## config.mk

```make
export PLATFORM = sky130hd
export DESIGN_NAME = pipeCtrlTop
export DESIGN_NICKNAME = d
export VERILOG_FILES = /design/src/rtl/ctrlPkg.sv /design/src/rtl/regPkg.sv /design/src/rtl/destIf.sv /design/src/rtl/pipeCtrlTop.sv /design/src/rtl/operandForward.sv /design/src/rtl/hazardUnit.sv /design/src/rtl/destPipe.sv
export SDC_FILE = /design/constraint.sdc
export NUM_CORES = 1
export LEC_CHECK = 0
export BUFFER_PORTS_ARGS = -buffer_cell sky130_fd_sc_hd__buf_2
export CAP_MARGIN = 5
export CORE_AREA = 2 2 120 122
export CTS_CLUSTER_DIAMETER = 200
export CTS_CLUSTER_SIZE = 20
export DETAILED_ROUTE_END_ITERATION = 10
export DIE_AREA = 0 0 122 124
export GPL_TIMING_DRIVEN = 0
export HOLD_SLACK_MARGIN = 0.1
export PLACE_DENSITY = 0.68
export SLEW_MARGIN = 20
export SYNTH_ARGS = -nofsm -noshare
export SYNTH_HDL_FRONTEND = slang
export SYNTH_HIERARCHICAL = 1
export SYNTH_SLANG_ARGS = --single-unit
```

## constraint.sdc

```tcl
create_clock -name clk -period 6.3 [get_ports clk]
set_clock_uncertainty 0.15 [all_clocks]
set_input_delay 1.26 -clock clk [delete_from_list [all_inputs] [get_ports clk]]
set_output_delay 1.26 -clock clk [all_outputs]
set_load 0.01 [all_outputs]
```

## src/rtl/ctrlPkg.sv

```systemverilog
package ctrlPkg;

    // forwarding source for a decode operand
    typedef logic [2:0] fwdSel;

    localparam fwdSel fwdNone = 3'd0;  // take register file
    localparam fwdSel fwdW    = 3'd1;
    localparam fwdSel fwdM2   = 3'd2;
    localparam fwdSel fwdM    = 3'd3;
    localparam fwdSel fwdE    = 3'd4;

    // one stall bit per stage, F in bit 0 up to W in bit 6
    typedef logic [6:0] stallMask;

    // F and W never flush, so only five bits
    typedef logic [4:0] flushMask;

    localparam int stallF  = 0;
    localparam int stallF2 = 1;
    localparam int stallD  = 2;
    localparam int stallE  = 3;
    localparam int stallM  = 4;
    localparam int stallM2 = 5;
    localparam int stallW  = 6;

    localparam int flushF2 = 0;
    localparam int flushD  = 1;
    localparam int flushE  = 2;
    localparam int flushM  = 3;
    localparam int flushM2 = 4;

endpackage

```

## src/rtl/regPkg.sv

```systemverilog
package regPkg;

    localparam int regAddrWidth = 5;
    localparam int dataWidth    = 32;

    // architectural register number
    typedef logic [regAddrWidth-1:0] regAddr;

    // operand or result word
    typedef logic [dataWidth-1:0] dataWord;

    // $zero is hardwired, never a forwarding target
    localparam regAddr regZero = '0;

endpackage
```

## src/rtl/destIf.sv

```systemverilog
`timescale 1ns/1ns

// destination tracking bundle, one record per stage from E to W
interface destIf;

    logic           regWriteE;
    regPkg::regAddr writeRegE;
    logic           regWriteM;
    regPkg::regAddr writeRegM;
    logic           regWriteM2;
    regPkg::regAddr writeRegM2;
    logic           regWriteW;
    regPkg::regAddr writeRegW;

    logic memReadE;   // load in E
    logic memReadM;   // load in M
    logic isMfcE;     // cp0 read in E, result only ready after E

    modport src (
        output regWriteE, writeRegE, regWriteM, writeRegM,
        output regWriteM2, writeRegM2, regWriteW, writeRegW,
        output memReadE, memReadM, isMfcE
    );

    modport sink (
        input regWriteE, writeRegE, regWriteM, writeRegM,
        input regWriteM2, writeRegM2, regWriteW, writeRegW,
        input memReadE, memReadM, isMfcE
    );

endinterface

```

## src/rtl/pipeCtrlTop.sv

```systemverilog
`timescale 1ns/1ns

module pipeCtrlTop (
    input  logic              clk,
    input  logic              rstN,

    // decode instruction
    input  regPkg::regAddr    srcA,
    input  regPkg::regAddr    srcB,
    input  regPkg::regAddr    dstD,
    input  logic              regWriteD,
    input  logic              memReadD,
    input  logic              isMfcD,

    input  logic              iCacheStall,
    input  logic              dCacheStall,
    input  logic              aluStallE,
    input  logic              blankSl,

    input  logic              jumpD,
    input  logic              predTakeD,
    input  logic              flushPredFailedE,
    input  logic              flushExceptionM,

    input  regPkg::dataWord   regFileA,
    input  regPkg::dataWord   regFileB,
    input  regPkg::dataWord   resultE,
    input  regPkg::dataWord   resultM,
    input  regPkg::dataWord   resultM2,
    input  regPkg::dataWord   resultW,

    output ctrlPkg::stallMask stall,
    output ctrlPkg::flushMask flush,
    output ctrlPkg::fwdSel    fwdSelA,
    output ctrlPkg::fwdSel    fwdSelB,
    output regPkg::dataWord   operandA,
    output regPkg::dataWord   operandB,
    output logic              loadUseStall,
    output logic              longestStall,
    output logic              icacheCtl
);

    destIf destBus ();

    destPipe destPipe_i (
        .clk       (clk),
        .rstN      (rstN),
        .dstD      (dstD),
        .regWriteD (regWriteD),
        .memReadD  (memReadD),
        .isMfcD    (isMfcD),
        .stall     (stall),
        .flush     (flush),
        .dest      (destBus.src)
    );

    hazardUnit hazardUnit_i (
        .srcA             (srcA),
        .srcB             (srcB),
        .dest             (destBus.sink),
        .iCacheStall      (iCacheStall),
        .dCacheStall      (dCacheStall),
        .aluStallE        (aluStallE),
        .blankSl          (blankSl),
        .jumpD            (jumpD),
        .predTakeD        (predTakeD),
        .flushPredFailedE (flushPredFailedE),
        .flushExceptionM  (flushExceptionM),
        .fwdSelA          (fwdSelA),
        .fwdSelB          (fwdSelB),
        .stall            (stall),
        .flush            (flush),
        .loadUseStall     (loadUseStall),
        .longestStall     (longestStall),
        .icacheCtl        (icacheCtl)
    );

    operandForward operandForward_i (
        .fwdSelA  (fwdSelA),
        .fwdSelB  (fwdSelB),
        .regFileA (regFileA),
        .regFileB (regFileB),
        .resultE  (resultE),
        .resultM  (resultM),
        .resultM2 (resultM2),
        .resultW  (resultW),
        .operandA (operandA),
        .operandB (operandB)
    );

endmodule

```

## src/rtl/operandForward.sv

```systemverilog
`timescale 1ns/1ns

module operandForward (
    input  ctrlPkg::fwdSel  fwdSelA,
    input  ctrlPkg::fwdSel  fwdSelB,
    input  regPkg::dataWord regFileA,
    input  regPkg::dataWord regFileB,
    input  regPkg::dataWord resultE,
    input  regPkg::dataWord resultM,
    input  regPkg::dataWord resultM2,
    input  regPkg::dataWord resultW,
    output regPkg::dataWord operandA,
    output regPkg::dataWord operandB
);

    function automatic regPkg::dataWord selectOperand(
        input ctrlPkg::fwdSel  sel,
        input regPkg::dataWord fromFile,
        input regPkg::dataWord fromE,
        input regPkg::dataWord fromM,
        input regPkg::dataWord fromM2,
        input regPkg::dataWord fromW
    );
        regPkg::dataWord word;
        case (sel)
            ctrlPkg::fwdE:  word = fromE;
            ctrlPkg::fwdM:  word = fromM;
            ctrlPkg::fwdM2: word = fromM2;
            ctrlPkg::fwdW:  word = fromW;
            default:        word = fromFile;  // fwdNone and unused codes
        endcase
        return word;
    endfunction

    assign operandA = selectOperand(fwdSelA, regFileA, resultE, resultM, resultM2, resultW);
    assign operandB = selectOperand(fwdSelB, regFileB, resultE, resultM, resultM2, resultW);

endmodule

```

## src/rtl/hazardUnit.sv

```systemverilog
`timescale 1ns/1ns

module hazardUnit (
    input  regPkg::regAddr    srcA,
    input  regPkg::regAddr    srcB,
    destIf.sink               dest,
    input  logic              iCacheStall,
    input  logic              dCacheStall,
    input  logic              aluStallE,
    input  logic              blankSl,
    input  logic              jumpD,
    input  logic              predTakeD,
    input  logic              flushPredFailedE,
    input  logic              flushExceptionM,
    output ctrlPkg::fwdSel    fwdSelA,
    output ctrlPkg::fwdSel    fwdSelB,
    output ctrlPkg::stallMask stall,
    output ctrlPkg::flushMask flush,
    output logic              loadUseStall,
    output logic              longestStall,
    output logic              icacheCtl
);

    logic cacheStall;
    logic frontStall;   // F, F2, D
    logic midStall;     // E, M
    logic tailStall;    // M2, W
    logic useE;
    logic useM;

    // youngest writer wins, E first
    function automatic ctrlPkg::fwdSel pickSource(
        input regPkg::regAddr src,
        input logic           wrE,
        input regPkg::regAddr regE,
        input logic           wrM,
        input regPkg::regAddr regM,
        input logic           wrM2,
        input regPkg::regAddr regM2,
        input logic           wrW,
        input regPkg::regAddr regW
    );
        ctrlPkg::fwdSel sel;
        sel = ctrlPkg::fwdNone;
        if (src != regPkg::regZero) begin
            if (wrE && src == regE)
                sel = ctrlPkg::fwdE;
            else if (wrM && src == regM)
                sel = ctrlPkg::fwdM;
            else if (wrM2 && src == regM2)
                sel = ctrlPkg::fwdM2;
            else if (wrW && src == regW)
                sel = ctrlPkg::fwdW;
        end
        return sel;
    endfunction

    assign fwdSelA = pickSource(srcA, dest.regWriteE, dest.writeRegE, dest.regWriteM,
                                dest.writeRegM, dest.regWriteM2, dest.writeRegM2,
                                dest.regWriteW, dest.writeRegW);
    assign fwdSelB = pickSource(srcB, dest.regWriteE, dest.writeRegE, dest.regWriteM,
                                dest.writeRegM, dest.regWriteM2, dest.writeRegM2,
                                dest.regWriteW, dest.writeRegW);

    assign useE = (fwdSelA == ctrlPkg::fwdE) || (fwdSelB == ctrlPkg::fwdE);
    assign useM = (fwdSelA == ctrlPkg::fwdM) || (fwdSelB == ctrlPkg::fwdM);

    // load data only exists after M, cp0 read data after E
    assign loadUseStall = (useE && (dest.memReadE || dest.isMfcE)) || (useM && dest.memReadM);

    assign cacheStall   = iCacheStall | dCacheStall;
    assign tailStall    = cacheStall | aluStallE;
    assign midStall     = tailStall | blankSl;
    assign frontStall   = midStall | loadUseStall;
    assign longestStall = tailStall;
    assign icacheCtl    = dCacheStall | aluStallE | loadUseStall | blankSl;

    always_comb begin
        stall = '0;
        stall[ctrlPkg::stallF]  = frontStall & ~flushExceptionM;  // refetch from handler
        stall[ctrlPkg::stallF2] = frontStall;
        stall[ctrlPkg::stallD]  = frontStall;
        stall[ctrlPkg::stallE]  = midStall;
        stall[ctrlPkg::stallM]  = midStall;
        stall[ctrlPkg::stallM2] = tailStall;
        stall[ctrlPkg::stallW]  = tailStall & ~flushExceptionM;
    end

    always_comb begin
        flush = '0;
        flush[ctrlPkg::flushF2] = flushExceptionM | flushPredFailedE
                                  | ((jumpD | predTakeD) & ~stall[ctrlPkg::stallF2]);
        flush[ctrlPkg::flushD]  = flushExceptionM | (flushPredFailedE & ~stall[ctrlPkg::stallD]);
        // bubble into E while D waits for the load
        flush[ctrlPkg::flushE]  = flushExceptionM | (loadUseStall & ~stall[ctrlPkg::stallE]);
        flush[ctrlPkg::flushM]  = flushExceptionM;
        flush[ctrlPkg::flushM2] = flushExceptionM | (blankSl & ~stall[ctrlPkg::stallM2]);
    end

    always_comb begin
        zeroNeverForwards: assert final (
            (srcA != regPkg::regZero || fwdSelA == ctrlPkg::fwdNone) &&
            (srcB != regPkg::regZero || fwdSelB == ctrlPkg::fwdNone)
        );
        backStallsOrdered: assert final (
            !stall[ctrlPkg::stallM2] || (stall[ctrlPkg::stallE] && stall[ctrlPkg::stallM])
        );
    end

endmodule

```

## src/rtl/destPipe.sv

```systemverilog
`timescale 1ns/1ns

module destPipe (
    input  logic              clk,
    input  logic              rstN,
    input  regPkg::regAddr    dstD,
    input  logic              regWriteD,
    input  logic              memReadD,
    input  logic              isMfcD,
    input  ctrlPkg::stallMask stall,
    input  ctrlPkg::flushMask flush,
    destIf.src                dest
);

    logic advE;
    logic advM;
    logic advM2;
    logic advW;

    // a stage takes the record of the stage before it unless stalled
    assign advE  = ~stall[ctrlPkg::stallE];
    assign advM  = ~stall[ctrlPkg::stallM];
    assign advM2 = ~stall[ctrlPkg::stallM2];
    assign advW  = ~stall[ctrlPkg::stallW];

    // flush wins over stall for the control bits
    always_ff @(posedge clk or negedge rstN) begin
        if (!rstN) begin
            dest.regWriteE  <= 1'b0;
            dest.memReadE   <= 1'b0;
            dest.isMfcE     <= 1'b0;
            dest.regWriteM  <= 1'b0;
            dest.memReadM   <= 1'b0;
            dest.regWriteM2 <= 1'b0;
            dest.regWriteW  <= 1'b0;
        end else begin
            if (flush[ctrlPkg::flushE]) begin
                dest.regWriteE <= 1'b0;
                dest.memReadE  <= 1'b0;
                dest.isMfcE    <= 1'b0;
            end else if (advE) begin
                dest.regWriteE <= regWriteD;
                dest.memReadE  <= memReadD;
                dest.isMfcE    <= isMfcD;
            end

            if (flush[ctrlPkg::flushM]) begin
                dest.regWriteM <= 1'b0;
                dest.memReadM  <= 1'b0;
            end else if (advM) begin
                dest.regWriteM <= dest.regWriteE;
                dest.memReadM  <= dest.memReadE;  // mfc0 data is ready by M
            end

            if (flush[ctrlPkg::flushM2]) begin
                dest.regWriteM2 <= 1'b0;
            end else if (advM2) begin
                dest.regWriteM2 <= dest.regWriteM;
            end

            if (advW) begin  // W has no flush
                dest.regWriteW <= dest.regWriteM2;
            end
        end
    end

    // register numbers are only looked at while the matching regWrite is high
    always_ff @(posedge clk) begin
        if (advE) begin
            dest.writeRegE <= dstD;
        end
        if (advM) begin
            dest.writeRegM <= dest.writeRegE;
        end
        if (advM2) begin
            dest.writeRegM2 <= dest.writeRegM;
        end
        if (advW) begin
            dest.writeRegW <= dest.writeRegM2;
        end
    end

    // a bubble pushed into E must not look like a writer to the hazard logic
    flushEKillsWrite: assert property (
        @(posedge clk) disable iff (!rstN)
        flush[ctrlPkg::flushE] |=> !dest.regWriteE
    );

endmodule

```

==> results.yml <==
sta:
  rsz0062_at_grt: "false"
  tightest_slew_ns: 0.757
  fin_crit_ns: 5.75
  maxSlewViolCount: 0
  finalSetupViolations: 0
  slew_headroom_pct: 49.5
  max_freq_mhz: 174
  hold_viol_final: 0
  finalSetupTns_ns: 0
  fin_crit_sh_pct: 91.2
die:
  initial_core_util_pct: 35.1
  fp-row-count: 43
  coreArea_um2: 13700
  die_h_um: 124
  io-pin-count: 305
  die-area_um2: 15100
  die_w_um: 122
grt:
  grt_max_degree: 17
  grt_pass1_wl_um: 33500
  grtUsageTotal_pct: 28.6
  grt_pass1_vias: 6016
  antenna_found_initial: 2
  grt_overflow: 0
synthesis:
  syn-cell-area_um2: 4810
  yosysSeqAreaShare_pct: 16.1
  synthCells: 617
  ys_ff_latch: 27
  ys_types: 34
  syn_nets: 837
  ys_warn_count: 6
  syn_avg_cell_area_um2: 7.80
outcome:
  status: "completed"
cells_and_area:
  fin_area_um2: 6600
  nets: 1136
  most-common-layout-cells: "317 x buf_2, 128 x nand3b_1, 70 x nand3_1"
  final_common_cell: "buf_2"
  filler_cell_count: 1436
  final_cells: 1097
  utilization_pct: 48.1
  seqCellArea_um2: 776
  multiInputGateArea_um2: 3540
  areaGrowthSynthToFinish_pct: 37.1
  drive_gt1_share_pct: 38.4
route:
  vias: 6516
  drt-total-wl_um: 23700
  drcViolationCount: 0
  ant_nets: 0
  dr.pass1.iters: 5
  drtIter0Drc: 664
  routedWlPerCell_um: 21.6
  vias_per_cell: 5.94
cts:
  cts_tree: "done"
  cts.sinks: 27
  htreeDepth: 1
  post_cts_buffers: 0
  hold_buffers: 0
  root_buffer: "clkbuf_16"
  clk_latency_ns: 0.26
  cts_resized: 0
  cts_buffers: 3
  clockBufferDepth: 2
  clk_pin_slew_ns: 0.07
critical_path:
  path_max_fanout: 10
  path_class: "input port to primary output"
  crit_required_ns: 4.89
  crit_arrival_ns: 4.34
  cp-end-kind: "primary output"
  start_kind: "input port"
placement:
  gp_congestion: 0.915
  dp_hpwl_um: 19100
  placed_area_um2: 6510
  placedCellCount: 1091
  io_buffers: 294
power:
  power_density_nw_per_um2: 82.0
  p_leak_nw: 2.73
  power_mw: 0.541
  irDropWorstVdd_mv: 0.143
hold_path:
  hp-class: "register to register"
flow_run:
  maxCapViolCount: 0
## registers in the layout, indices dropped and copies added, names as in the netlist
signal	cells
destPipe_i/dest.writeRegW	5
destPipe_i/dest.writeRegM	5
destPipe_i/dest.writeRegM2	5
destPipe_i/dest.memReadE	1
destPipe_i/dest.regWriteE	1
destPipe_i/dest.writeRegE	5
destPipe_i/dest.regWriteM	1
destPipe_i/dest.regWriteW	1
destPipe_i/dest.regWriteM2	1
destPipe_i/dest.memReadM	1
destPipe_i/dest.isMfcE	1
## path summary, 6_finish.rpt
check | to | start | slack (ns) | cells after the start
min reg2reg | destPipe_i/dest.writeRegM2[3]$_DFFE_PN_ | destPipe_i/dest.writeRegM[3]$_DFFE_PN_ | 0.37 | 0
min in group asynchronous | destPipe_i/dest.regWriteE$_DFFE_PN0P_ | rstN | 0.67 | 1
max reg2reg | destPipe_i/dest.isMfcE$_DFFE_PN0P_ | destPipe_i/dest.writeRegE[4]$_DFFE_PN_ | 3.94 | 6
min | destPipe_i/dest.writeRegM2[3]$_DFFE_PN_ | destPipe_i/dest.writeRegM[3]$_DFFE_PN_ | 0.37 | 0
max in group asynchronous | destPipe_i/dest.regWriteW$_DFFE_PN0N_ | rstN | 5.18 | 1
max | operandA[30] | srcA[1] | 0.55 | 11
## routing by layer
metal / vias up / wire length [um] / track usage, %
met5: - / 0 / 0
met1: 3111 / 9550 / 36.6
met2: 394 / 11500 / 50.1
met3: 42 / 2190 / 5.22
met4: 0 / 495 / 6.47
li1: 2969 / - / -
## critical path, stage by stage
cell and delay, ns:
clkbuf_1 0.36, xor2_1 0.16, nor4_1 0.34, nand3_1 0.19
a21oi_1 0.25, buf_2 0.27, nor2_1 0.08, xnor2_1 0.42
clkbuf_1 0.63, o22a_1 0.23, buf_2 0.15
## cells by family (layout without fill, tap and decap cells)
logic type	Yosys count	count (layout)	synth area share, %
simple gates	239	239	31.8
compound gates	206	206	32.6
buf+inv	96	394	10.4
xor+xnor	42	42	7.64
flops	27	27	16.1
mux	7	7	1.48
other cells	0	2	0
## cell usage after synthesis (all sizes together)
cell	instances	area share, %
nand3b	128	20
nand3	70	7.3
a21oi	68	7.1
a2bb2oi	64	12
o22a	64	12
buf	44	6.3
clkbuf	44	3.5
xor2	24	4.4
edfxtp	20	12
xnor2	18	3.3
nor2	15	1.2
inv	8	0.62
nand2	8	0.62
dfrtp	7	3.6
mux2i	6	1.2
nor4	6	0.91
nand4	4	0.52
nor3	4	0.42
a31oi	2	0.26
o21ba	2	0.42
o22ai	2	0.52
or3b	2	0.36
a311o	1	0.21
a41o	1	0.23
mux2	1	0.23
nor4b	1	0.31
o31ai	1	0.16
o32a	1	0.47
or4	1	0.23
## area by class of cell
class | instances | area share [%]
clock inverters | 1 | 0.114
clock buffers | 3 | 1.14
inverters | 8 | 0.455
plain buffers | 88 | 7.11
flip-flops and latches | 27 | 11.8
multi-input cells | 494 | 53.6
repair buffers | 294 | 22.3
well taps | 180 | 3.41
diodes | 2 | 0.0758
## per-stage QoR
step / hold slack [ns] / setup slack (ns)
after floorplan: 0.341 / 1.50
after global placement: 0.350 / 0.650
after detailed placement: 0.355 / 0.630
after CTS: 0.372 / 0.616
after global routing: 0.383 / 0.390
final: 0.371 / 0.553
## where the power goes
part	leakage (nW)	switching [mW]	total [mW]	internal, mW
combinational	2.41	0.0916	0.200	0.108
sequential	0.283	0.00297	0.197	0.194
clock	0.0371	0.0579	0.144	0.0862
total	2.73	0.152	0.541	0.389
No activity file was read; power rests on OpenSTA's default activity.
